==> src/logic/fpPkg.sv <==
`default_nettype none

package fpPkg;

	// ========================================
	// binary32 format
	// ========================================
	localparam int expBits  = 8;    // biased exponent field
	localparam int fracBits = 23;   // stored fraction, hidden bit not counted
	localparam int rawBits  = 32;   // upstream mantissa, msb has weight one
	localparam int expMax   = 255;  // all ones exponent, inf or nan

	// ========================================
	// rounding modes
	// ========================================
	typedef enum logic [2:0] {
		rmNearEven = 3'd0,  // ties go to even lsb
		rmZero     = 3'd1,  // truncate
		rmPosInf   = 3'd2,  // toward +inf
		rmNegInf   = 3'd3,  // toward -inf
		rmAway     = 3'd4   // ties and fractions away from zero
	} roundMode;

	// ========================================
	// stage payloads
	// ========================================

	// unnormalized result from the arithmetic block
	// exp carries two spare bits so over/underflow survives
	typedef struct packed {
		logic                      sign;
		logic signed [expBits+1:0] exp;   // may be negative or above expMax
		logic [rawBits-1:0]        mant;  // not yet normalized
		roundMode                  rm;
	} rawNum;

	// normalized intermediate, ready for rounding
	// mant is hidden bit, fraction, round bit, sticky bit
	typedef struct packed {
		logic                  sign;
		logic [expBits-1:0]    exp;   // zero marks a denormal
		logic [fracBits+2:0]   mant;
		roundMode              rm;
	} interNum;

	// ieee 754 single precision word
	typedef struct packed {
		logic                sign;
		logic [expBits-1:0]  exp;
		logic [fracBits-1:0] frac;
	} fpWord;

endpackage

`default_nettype wire

==> src/logic/hsStage.sv <==
`timescale 1ns/1ps
`default_nettype none

module hsStage #(
	parameter type payloadT = logic
) (
	input  logic    clk,
	input  logic    arstN,
	input  logic    inReq,
	output logic    inAck,
	input  payloadT inData,
	output logic    outReq,
	input  logic    outAck,
	output payloadT outData
);

	typedef enum logic [1:0] {
		sEmpty,     // nothing held
		sCaptured,  // payload latched, outReq next cycle
		sPresent,   // outReq high, waiting for outAck
		sDrain      // outReq low, waiting for outAck to fall
	} stateT;

	stateT state;
	stateT stateNext;
	logic  take;  // accept a new item this edge

	// ack still high means the last req has not dropped yet
	assign take = inReq & ~inAck & (state == sEmpty);

	// ========================================
	// FSM
	// ========================================
	always_comb begin
		stateNext = state;
		case (state)
			sEmpty:    if (take) stateNext = sCaptured;
			sCaptured: stateNext = sPresent;
			sPresent:  if (outAck) stateNext = sDrain;
			sDrain:    if (!outAck) stateNext = sEmpty;
			default:   stateNext = sEmpty;
		endcase
	end

	always_ff @(posedge clk or negedge arstN) begin
		if (!arstN) begin
			state <= sEmpty;
			inAck <= 1'b0;
		end else begin
			state <= stateNext;
			if (take)
				inAck <= 1'b1;  // same edge as the payload capture
			else if (!inReq)
				inAck <= 1'b0;  // one cycle after req falls
		end
	end

	// payload register, held until the stage empties
	always_ff @(posedge clk) begin
		if (take)
			outData <= inData;
	end

	assign outReq = (state == sPresent);

endmodule

`default_nettype wire

==> src/logic/fpNormalize.sv <==
`timescale 1ns/1ps
`default_nettype none

module fpNormalize (
	input  fpPkg::rawNum   num,
	output fpPkg::interNum norm
);
	import fpPkg::*;

	int lz;     // leading zeros in num.mant, rawBits when all zero
	int expIn;  // input exponent, sign extended
	int lsh;    // left shift toward normalized form
	int rsh;    // right shift for exponents below one

	logic [2*rawBits-1:0] ext;      // mantissa with a low half to catch shifted-out bits
	logic [rawBits-1:0]   shifted;  // aligned mantissa, msb is the hidden bit
	logic                 lost;     // anything shifted past the low end

	// ========================================
	// leading zero count
	// ========================================
	always_comb begin
		lz = rawBits;
		for (int i = 0; i < rawBits; i++) begin
			if (num.mant[i])
				lz = rawBits - 1 - i;  // highest set bit wins, loop runs upward
		end
	end

	// ========================================
	// alignment
	// ========================================
	always_comb begin
		expIn = int'($signed(num.exp));
		lsh   = 0;
		rsh   = 0;
		if (expIn >= 1) begin
			// stop the shift when the exponent reaches one
			lsh = (expIn - lz >= 1) ? lz : expIn - 1;
		end else begin
			// underflow, push right into the denormal range
			rsh = (1 - expIn > 2*rawBits - 1) ? 2*rawBits - 1 : 1 - expIn;  // cap keeps sticky
		end
		ext = {num.mant, {rawBits{1'b0}}} << lsh;  // only leading zeros leave the top
		ext = ext >> rsh;
	end

	assign shifted = ext[2*rawBits-1:rawBits];
	assign lost    = |ext[rawBits-1:0];

	// ========================================
	// pack the intermediate
	// ========================================
	always_comb begin
		norm.sign = num.sign;
		norm.rm   = num.rm;
		if (expIn == expMax) begin
			// inf or nan straight through, rounder leaves these alone
			norm.exp  = expBits'(expMax);
			norm.mant = num.mant[rawBits-1 -: fracBits+3];
		end else if (lz == rawBits) begin
			norm.exp  = '0;  // exact zero, sign kept
			norm.mant = '0;
		end else if (expIn > expMax) begin
			norm.exp  = expBits'(expMax);  // overflow goes to infinity
			norm.mant = '0;
		end else begin
			// hidden bit clear here means exponent one, i.e. denormal
			norm.exp  = shifted[rawBits-1] ? expBits'(expIn - lsh) : '0;
			norm.mant = {shifted[rawBits-1 -: fracBits+2],
				|{shifted[rawBits-fracBits-3:0], lost}};  // sticky fold
		end
	end

endmodule

`default_nettype wire

==> src/logic/fpRound.sv <==
`timescale 1ns/1ps
`default_nettype none

module fpRound (
	input  fpPkg::interNum num,
	output fpPkg::fpWord   res
);
	import fpPkg::*;

	logic xInf;   // exponent all ones
	logic dn;     // denormal intermediate
	logic guard;  // fraction lsb, decides ties
	logic rBit;   // first bit below the lsb
	logic sBit;   // or of everything below rBit
	logic rnd;    // add one ulp

	logic [expBits+fracBits:0] sum;     // exponent, hidden bit, fraction
	logic [expBits-1:0]        expOut;

	assign xInf  = &num.exp;
	assign dn    = ~|num.exp;
	assign guard = num.mant[2];
	assign rBit  = num.mant[1];
	assign sBit  = num.mant[0];

	// ========================================
	// round decision
	// ========================================
	always_comb begin
		if (xInf) begin
			rnd = 1'b0;  // inf and nan are never rounded
		end else begin
			case (num.rm)
				rmNearEven: rnd = rBit & (guard | sBit);
				rmZero:     rnd = 1'b0;
				rmPosInf:   rnd = (rBit | sBit) & ~num.sign;
				rmNegInf:   rnd = (rBit | sBit) & num.sign;
				rmAway:     rnd = rBit | sBit;
				default:    rnd = 1'b0;  // unused encodings truncate
			endcase
		end
	end

	// one carry chain from the fraction into the exponent
	// a carry out of the hidden bit bumps the exponent, at most to expMax
	assign sum = {num.exp, num.mant[fracBits+2:2]} + (expBits+fracBits+1)'(rnd);

	// ========================================
	// result assembly
	// ========================================
	always_comb begin
		if (dn)
			expOut = {{(expBits-1){1'b0}}, sum[fracBits]};  // carry into hidden bit -> min normal
		else
			expOut = sum[expBits+fracBits -: expBits];      // hidden bit dropped
	end

	always_comb begin
		res.sign = num.sign;
		res.exp  = expOut;
		res.frac = sum[fracBits-1:0];  // a carry into expMax leaves this zero for infinity
	end

endmodule

`default_nettype wire

==> src/logic/fpRoundUnit.sv <==
`timescale 1ns/1ps
`default_nettype none

module fpRoundUnit (
	input  logic         clk,
	input  logic         arstN,
	input  logic         inReq,
	output logic         inAck,
	input  fpPkg::rawNum inData,
	output logic         outReq,
	input  logic         outAck,
	output fpPkg::fpWord outData
);
	import fpPkg::*;

	interNum normData;   // normalizer output, follows inData
	interNum heldData;   // first stage payload
	fpWord   roundData;  // rounded word offered to the second stage
	logic    midReq;     // internal four-phase pair
	logic    midAck;

	// ========================================
	// normalize, hold
	// ========================================
	fpNormalize uNorm (
		.num  (inData),
		.norm (normData)
	);

	hsStage #(.payloadT(interNum)) uStage1 (
		.clk     (clk),
		.arstN   (arstN),
		.inReq   (inReq),
		.inAck   (inAck),
		.inData  (normData),
		.outReq  (midReq),
		.outAck  (midAck),
		.outData (heldData)
	);

	// ========================================
	// round, hold
	// ========================================
	fpRound uRound (
		.num (heldData),
		.res (roundData)
	);

	hsStage #(.payloadT(fpWord)) uStage2 (
		.clk     (clk),
		.arstN   (arstN),
		.inReq   (midReq),
		.inAck   (midAck),
		.inData  (roundData),  // stable while midReq is high
		.outReq  (outReq),
		.outAck  (outAck),
		.outData (outData)
	);

endmodule

`default_nettype wire

==> config.mk <==
export PLATFORM = sky130hd
export DESIGN_NAME = fpRoundUnit
export DESIGN_NICKNAME = d
export VERILOG_FILES = /design/src/logic/fpPkg.sv /design/src/logic/hsStage.sv /design/src/logic/fpNormalize.sv /design/src/logic/fpRound.sv /design/src/logic/fpRoundUnit.sv
export SDC_FILE = /design/constraint.sdc
export NUM_CORES = 1
export LEC_CHECK = 0
export BUFFER_PORTS_ARGS = -buffer_cell sky130_fd_sc_hd__buf_2
export CAP_MARGIN = 10
export CORE_ASPECT_RATIO = 0.9
export CORE_MARGIN = 2
export CORE_UTILIZATION = 44
export CTS_BUF_LIST = sky130_fd_sc_hd__clkbuf_2 sky130_fd_sc_hd__clkbuf_4 sky130_fd_sc_hd__clkbuf_8
export CTS_CLUSTER_DIAMETER = 60
export DETAILED_ROUTE_END_ITERATION = 10
export PLACE_DENSITY = 0.69
export SLEW_MARGIN = 20
export SYNTH_ARGS = -nofsm -noshare
export SYNTH_HDL_FRONTEND = slang
export SYNTH_HIERARCHICAL = 1
export SYNTH_SLANG_ARGS = --single-unit
==> constraint.sdc <==
create_clock -name clk -period 3.1 [get_ports clk]
set_clock_uncertainty 0.1 [all_clocks]
set_input_delay 0 -clock clk [delete_from_list [all_inputs] [get_ports clk]]
set_output_delay 0 -clock clk [all_outputs]
set_load 0.02 [all_outputs]
# ---- Word-level counts from Yosys, hierarchy flattened
# Cells that the tools add are included.
# Widths: inputs -> output; s select.
dict set report totals {
  register_bits 76
  inputBits 50
  output_inout_bits 34
  word_cells 117
}
dict set report classes {
  addsub 5
  order_cmp 4
  eq_ne 19
  shift 2
  mux 55
  bitwise 12
  reduce_logical 8
}
# op n
set ops {}
lappend ops {{$mux 6} 32}
lappend ops {{$mux 32} 4}
lappend ops {{$mux 34} 2}
lappend ops {{$shl 64x32->64} 1}
lappend ops {{$shr 64x32->64} 1}
lappend ops {{$reduce_or 39->1} 1}
lappend ops {{$add 32x1->32} 1}
lappend ops {{$ge 32x2->1 const B} 1}
lappend ops {{$gt 32x7->1 const B} 1}
lappend ops {{$mux 26} 1}
lappend ops {{$pmux 2 s4} 2}
lappend ops {{$mux 2} 6}
lappend ops {{$sub 10x2->11 const B} 1}
lappend ops {{$sub 10x7->11} 1}
lappend ops {{$sub 2x10->11 const A} 1}
lappend ops {{$eq 10x9->1 const B} 1}
lappend ops {{$ge 10x2->1 const B} 1}
lappend ops {{$gt 10x9->1 const B} 1}
lappend ops {{$eq 2x2->1 const B} 4}
lappend ops {{$mux 8} 1}
lappend ops {{$ne 2x1->1 const B} 4}
lappend ops {{$ne 2x2->1 const B} 4}
lappend ops {{$reduce_and 8->1} 1}
lappend ops {{$reduce_or 8->1} 1}
lappend ops {{other kinds (13)} 31}

# ---- Longest topological paths before layout
dict set report depth {
  depth_word 42
  mapped_depth 38
  depth_no_buf 32
}

# ---- Hierarchy
# Netlist, hierarchy kept.
# module instances cells_per_inst area_per_inst_um2 seq_area_each_um2
set modules_own_cells {}
lappend modules_own_cells {fpNormalize 1 1180 7494.7 0.0}
lappend modules_own_cells {{hsStage (uStage1)} 1 56 1341.3 1216.2}
lappend modules_own_cells {{hsStage (uStage2)} 1 50 1161.1 1036.0}
lappend modules_own_cells {fpRound 1 105 752.0 0.0}

# ---- Worst setup path before layout
# OpenSTA, ideal clock, no wires.
dict set report synth_timing {
  path_kind {input to register}
  start {input port inData[16] (netlist bit)}
  end {register uStage1/outData[3] (netlist bit), data pin}
  setup_ns 0.264
  t_arrival_ns 7.392
  required_ns 2.736
  slack_ns -4.655
  path_stages 34
  path_buffers 4
  path_cell_list {buf_2 > or3_1 > a221oi_1 > o21ai_1 > a221o_1 > clkinv_2 > ha_1 > inv_1 > fa_1 > a21o_1 > a221oi_2 > and2_1 > buf_6 > nand2_1 > ha_1 > nor4b_1 > nand2_1 > or4_4 > buf_6 > o21ai_4 > mux2_2 > nor2_2 > inv_1 > buf_2 > a32o_1 > a221o_1 > o31ai_1 > nand3_1 > mux2i_1 > o21ai_1 > a22o_1 > o311a_1 > a221oi_2 > a31oi_1}
}
# element line
set synth_lines {}
lappend synth_lines {{start: declaration} fpRoundUnit.sv:9} ;# input fpPkg::rawNum inData,
lappend synth_lines {{end signal: assignment} hsStage.sv:61} ;# outData <= inData;
lappend synth_lines {{end: declaration} hsStage.sv:14} ;# output payloadT outData

==> reports/qor.txt <==
Crit Path Class = in -> reg
Minimum clock period = 7360 ps
Final setup viols = 34
H-Tree Depth = 3
GRT Total Usage = 39.2%
Antenna-violating nets left = 0
Slowest CP cell = a221o_2
Switching Share = 43.0%
Synth Net Count = 1477
CTS buffer count = 9
Sequential Power Share = 23.3%
DRT Pass-1 Iters = 7
# DRC = 0
Leading area contributor after synthesis = edfxtp_1
Clock slew at reported path FFs = 80 ps
Ant diodes = 0
Post-Layout Inst Area = 17800 um2
Root buf cell = clkbuf_8
Final worst slack = -4260 ps
CTS Sinks = 76
Post-Syn Area per Cell = 7.73 um2
Library cells used by synthesis = 106
Commonest non-fill, non-tap cell in the layout = buf_4
Clock power frac = 11.4%
Worst Hold Class = in -> reg
Number of top-level pins = 84
Post-Place Cell Area = 15400 um2
Die width = 169 um
# port buffers = 83
Crit path arrival time = 7430 ps
CTS tree = done
Fin crit share = 237%
Drt initial violations = 2284
DR vias = 15.3k
Crit path max fanout = 6
First-pass GRT wire length = 79300 um
Avg WL per Cell = 23.8 um
Most frequent cells in the layout = 552 x buf_4, 122 x nor2_1, 110 x nand2_1, 81 x buf_2, 70 x edfxtp_1
GRT Residual Overflow = 0
Final-report hold violation count = 0
Share of layout cells above drive strength 1 = 49.1%
Initial antenna violation count = 1
Synth warnings = 6
Die Span Y = 152 um
Vias/cell = 6.61
Logic pwr share = 65.3%
Placed Cells = 2188
Seq/Total Area, Yosys = 21.0%
Initial core utilization = 44.6%
Peak supply drop = 0.276 mV
Critical Path Source Type = primary input
Worst Tran Pin Value = 746 ps
Pin count of the biggest net entering global routing = 39
Clk Latency, worst-skew pair = 360 ps
NetSw = 2.78 mW
Synthesized area = 10700 um2
Detailed placement HPWL = 41000 um
Worst reg2reg setup slack = 50 ps
Nets = 2085
Core area = 24100 um2
Routed WL = 54900 um
Endpoint type of the worst setup path = flop
Cell count after synthesis = 1391
Worst Path Required = 3170 ps
Total negative slack = -120490 ps
Main flop type after synthesis = edfxtp_1
Slew Limit Fails = 0
EDFF count, synth = 70
Placer Congestion = 1.10
Row count = 54
Top cells by area, synth = edfxtp_1 20%, nor2_1 4.7%, a21oi_1 4.2%, nand2_1 4.1%, ha_1 4.0%
Area fraction of the dominant cell type after synthesis = 19.6%
Most used cell, CP = buf_4
Longest Clk Path Bufs = 2
Non-filler cells, final = 2312
Pleak = 7.47 nW
Status = finished, violations left
Die footprint = 25700 um2
Max-Cap Viols = 0
Pwr per Cell Area = 363 nW/um2
Final core utilization = 74.0%
Power Internal = 3.69 mW
Unrepaired setup endpoints after global routing = true
#FFs+latches synth = 76
Vias in the first global route = 14.2k
Async set or reset register ratio after synthesis = 7.89%
Area Overhead vs Synth = 66.0%
Failing checks = negative setup slack
FMAX = 136 MHz
Slew margin rel. = 50.3%
Max stage delay on crit path = 400 ps
## path summary, 6_finish.rpt
check	startpoint	end	cells past startpoint
worst max-delay path	inData[16]	uStage1/outData[3]	40
worst min-delay path	inData[31]	uStage1/outData[25]	4
worst max register to register	uStage1/outData[3]	uStage2/outData[16]	12
worst min register to register	uStage1/outData[37]	uStage2/outData[31]	0
max in group asynchronous	arstN	uStage2/state[0]	3
min in group asynchronous	arstN	uStage2/state[1]	3
## synthesized netlist by cell type (7+ instances only)
master    count
nor2_1      134
nand2_1     117
a21oi_1      90
clkbuf_1     73
edfxtp_1     70
o21ai_0      70
nor3_1       68
nand3_1      46
mux2i_1      36
ha_1         34
inv_1        32
a211oi_1     25
nor4_1       25
buf_2        24
xnor2_1      24
xor2_1       23
a22o_1       20
o211ai_1     20
a21o_1       18
a31oi_1      18
o31ai_1      17
nand2b_1     16
a22oi_1      15
a32o_1       15
and3_1       14
nand4_1      14
o22ai_1      14
a221o_1      13
a221oi_1     13
buf_1        13
or3_1        13
nor2b_1      11
o311ai_0     11
o41ai_1      11
mux2_2       10
or4_1        10
o21ai_1       9
a211o_1       8
a311oi_1      8
o21a_1        8
a221oi_2      7
buf_4         7
o31a_1        7
## cell type report
| cell class | count | area, um2 |
|---|---|---|
| clock buffer | 9 | 124 |
| tap | 308 | 385 |
| inverter | 36 | 143 |
| fill | 1783 | 6280 |
| clock inverter | 7 | 77.6 |
| multi-input combinational | 1160 | 9270 |
| timing repair buffer | 716 | 5590 |
| sequential | 76 | 2250 |
## stage by stage
stage          hold slack, ps  power (mW)  setup WS [ps]
2_1_floorplan            -396        3.28          -4320
3_3_place_gp             -270        4.84          -4830
3_5_place_dp             -264        4.91          -4870
4_1_cts                  1.88        5.88          -4010
5_1_grt                  21.7        6.74          -4430
6_report                 16.1        6.47          -4260
## kinds of logic (layout without fill, tap and decap cells)
family | count (synthesis) | after routing | share of synthesized area, %
simple gates | 518 | 518 | 24.5
compound gates | 507 | 507 | 35.1
buf+inv | 156 | 768 | 6.19
flops | 76 | 76 | 21.0
mux | 50 | 51 | 4.88
xor+xnor | 48 | 48 | 3.98
fa+ha+maj | 36 | 36 | 4.33
## state kept, by name, summed over array words and instances, names as in the netlist
| register | cells |
|---|---|
| uStage2/outData | 32 |
| uStage2/inAck | 1 |
| uStage1/state | 2 |
| uStage1/inAck | 1 |
| uStage1/outData | 38 |
| uStage2/state | 2 |
## metal layers
| layer | vias to the layer above | global-route usage (%) | share of wire (%) | routed length (um) |
|---|---|---|---|---|
| met4 | 0 | 19.2 | 5.9 | 3220 |
| met2 | 1160 | 62.1 | 44 | 24100 |
| met5 | - | 0 | 0 | 0 |
| met3 | 245 | 7.14 | 12 | 6620 |
| li1 | 6683 | - | - | - |
| met1 | 7185 | 51.6 | 38 | 20900 |
## worst max-delay path, delay by kind of cell
family	cells	cell delay (ps)
adder cells (fa/ha/maj)	3	700
multiplexers	3	590
AND/OR/NAND/NOR	9	1790
AO/OA/AOI/OAI	12	2660
buffers and inverters	13	1680
## power by group through the flow
stage               combinational, mW  clock (mW)  sequential (mW)
floorplan                        1.67           0             1.61
CTS                              3.63       0.744             1.50
global placement                 3.33           0             1.51
finish                           4.22       0.738             1.51
detailed placement               3.39           0             1.52
global route                     4.42       0.782             1.53
## what timing repair did
item,CTS,global route
cloned,1,2
gates resized for setup,110,202
pin swaps,44,72
endpoints found under the setup margin,39,39
endpoints found under the hold margin,22,0
buffers inserted,34,58
hold buffers,17,0
(Power assumes the default switching activity.)
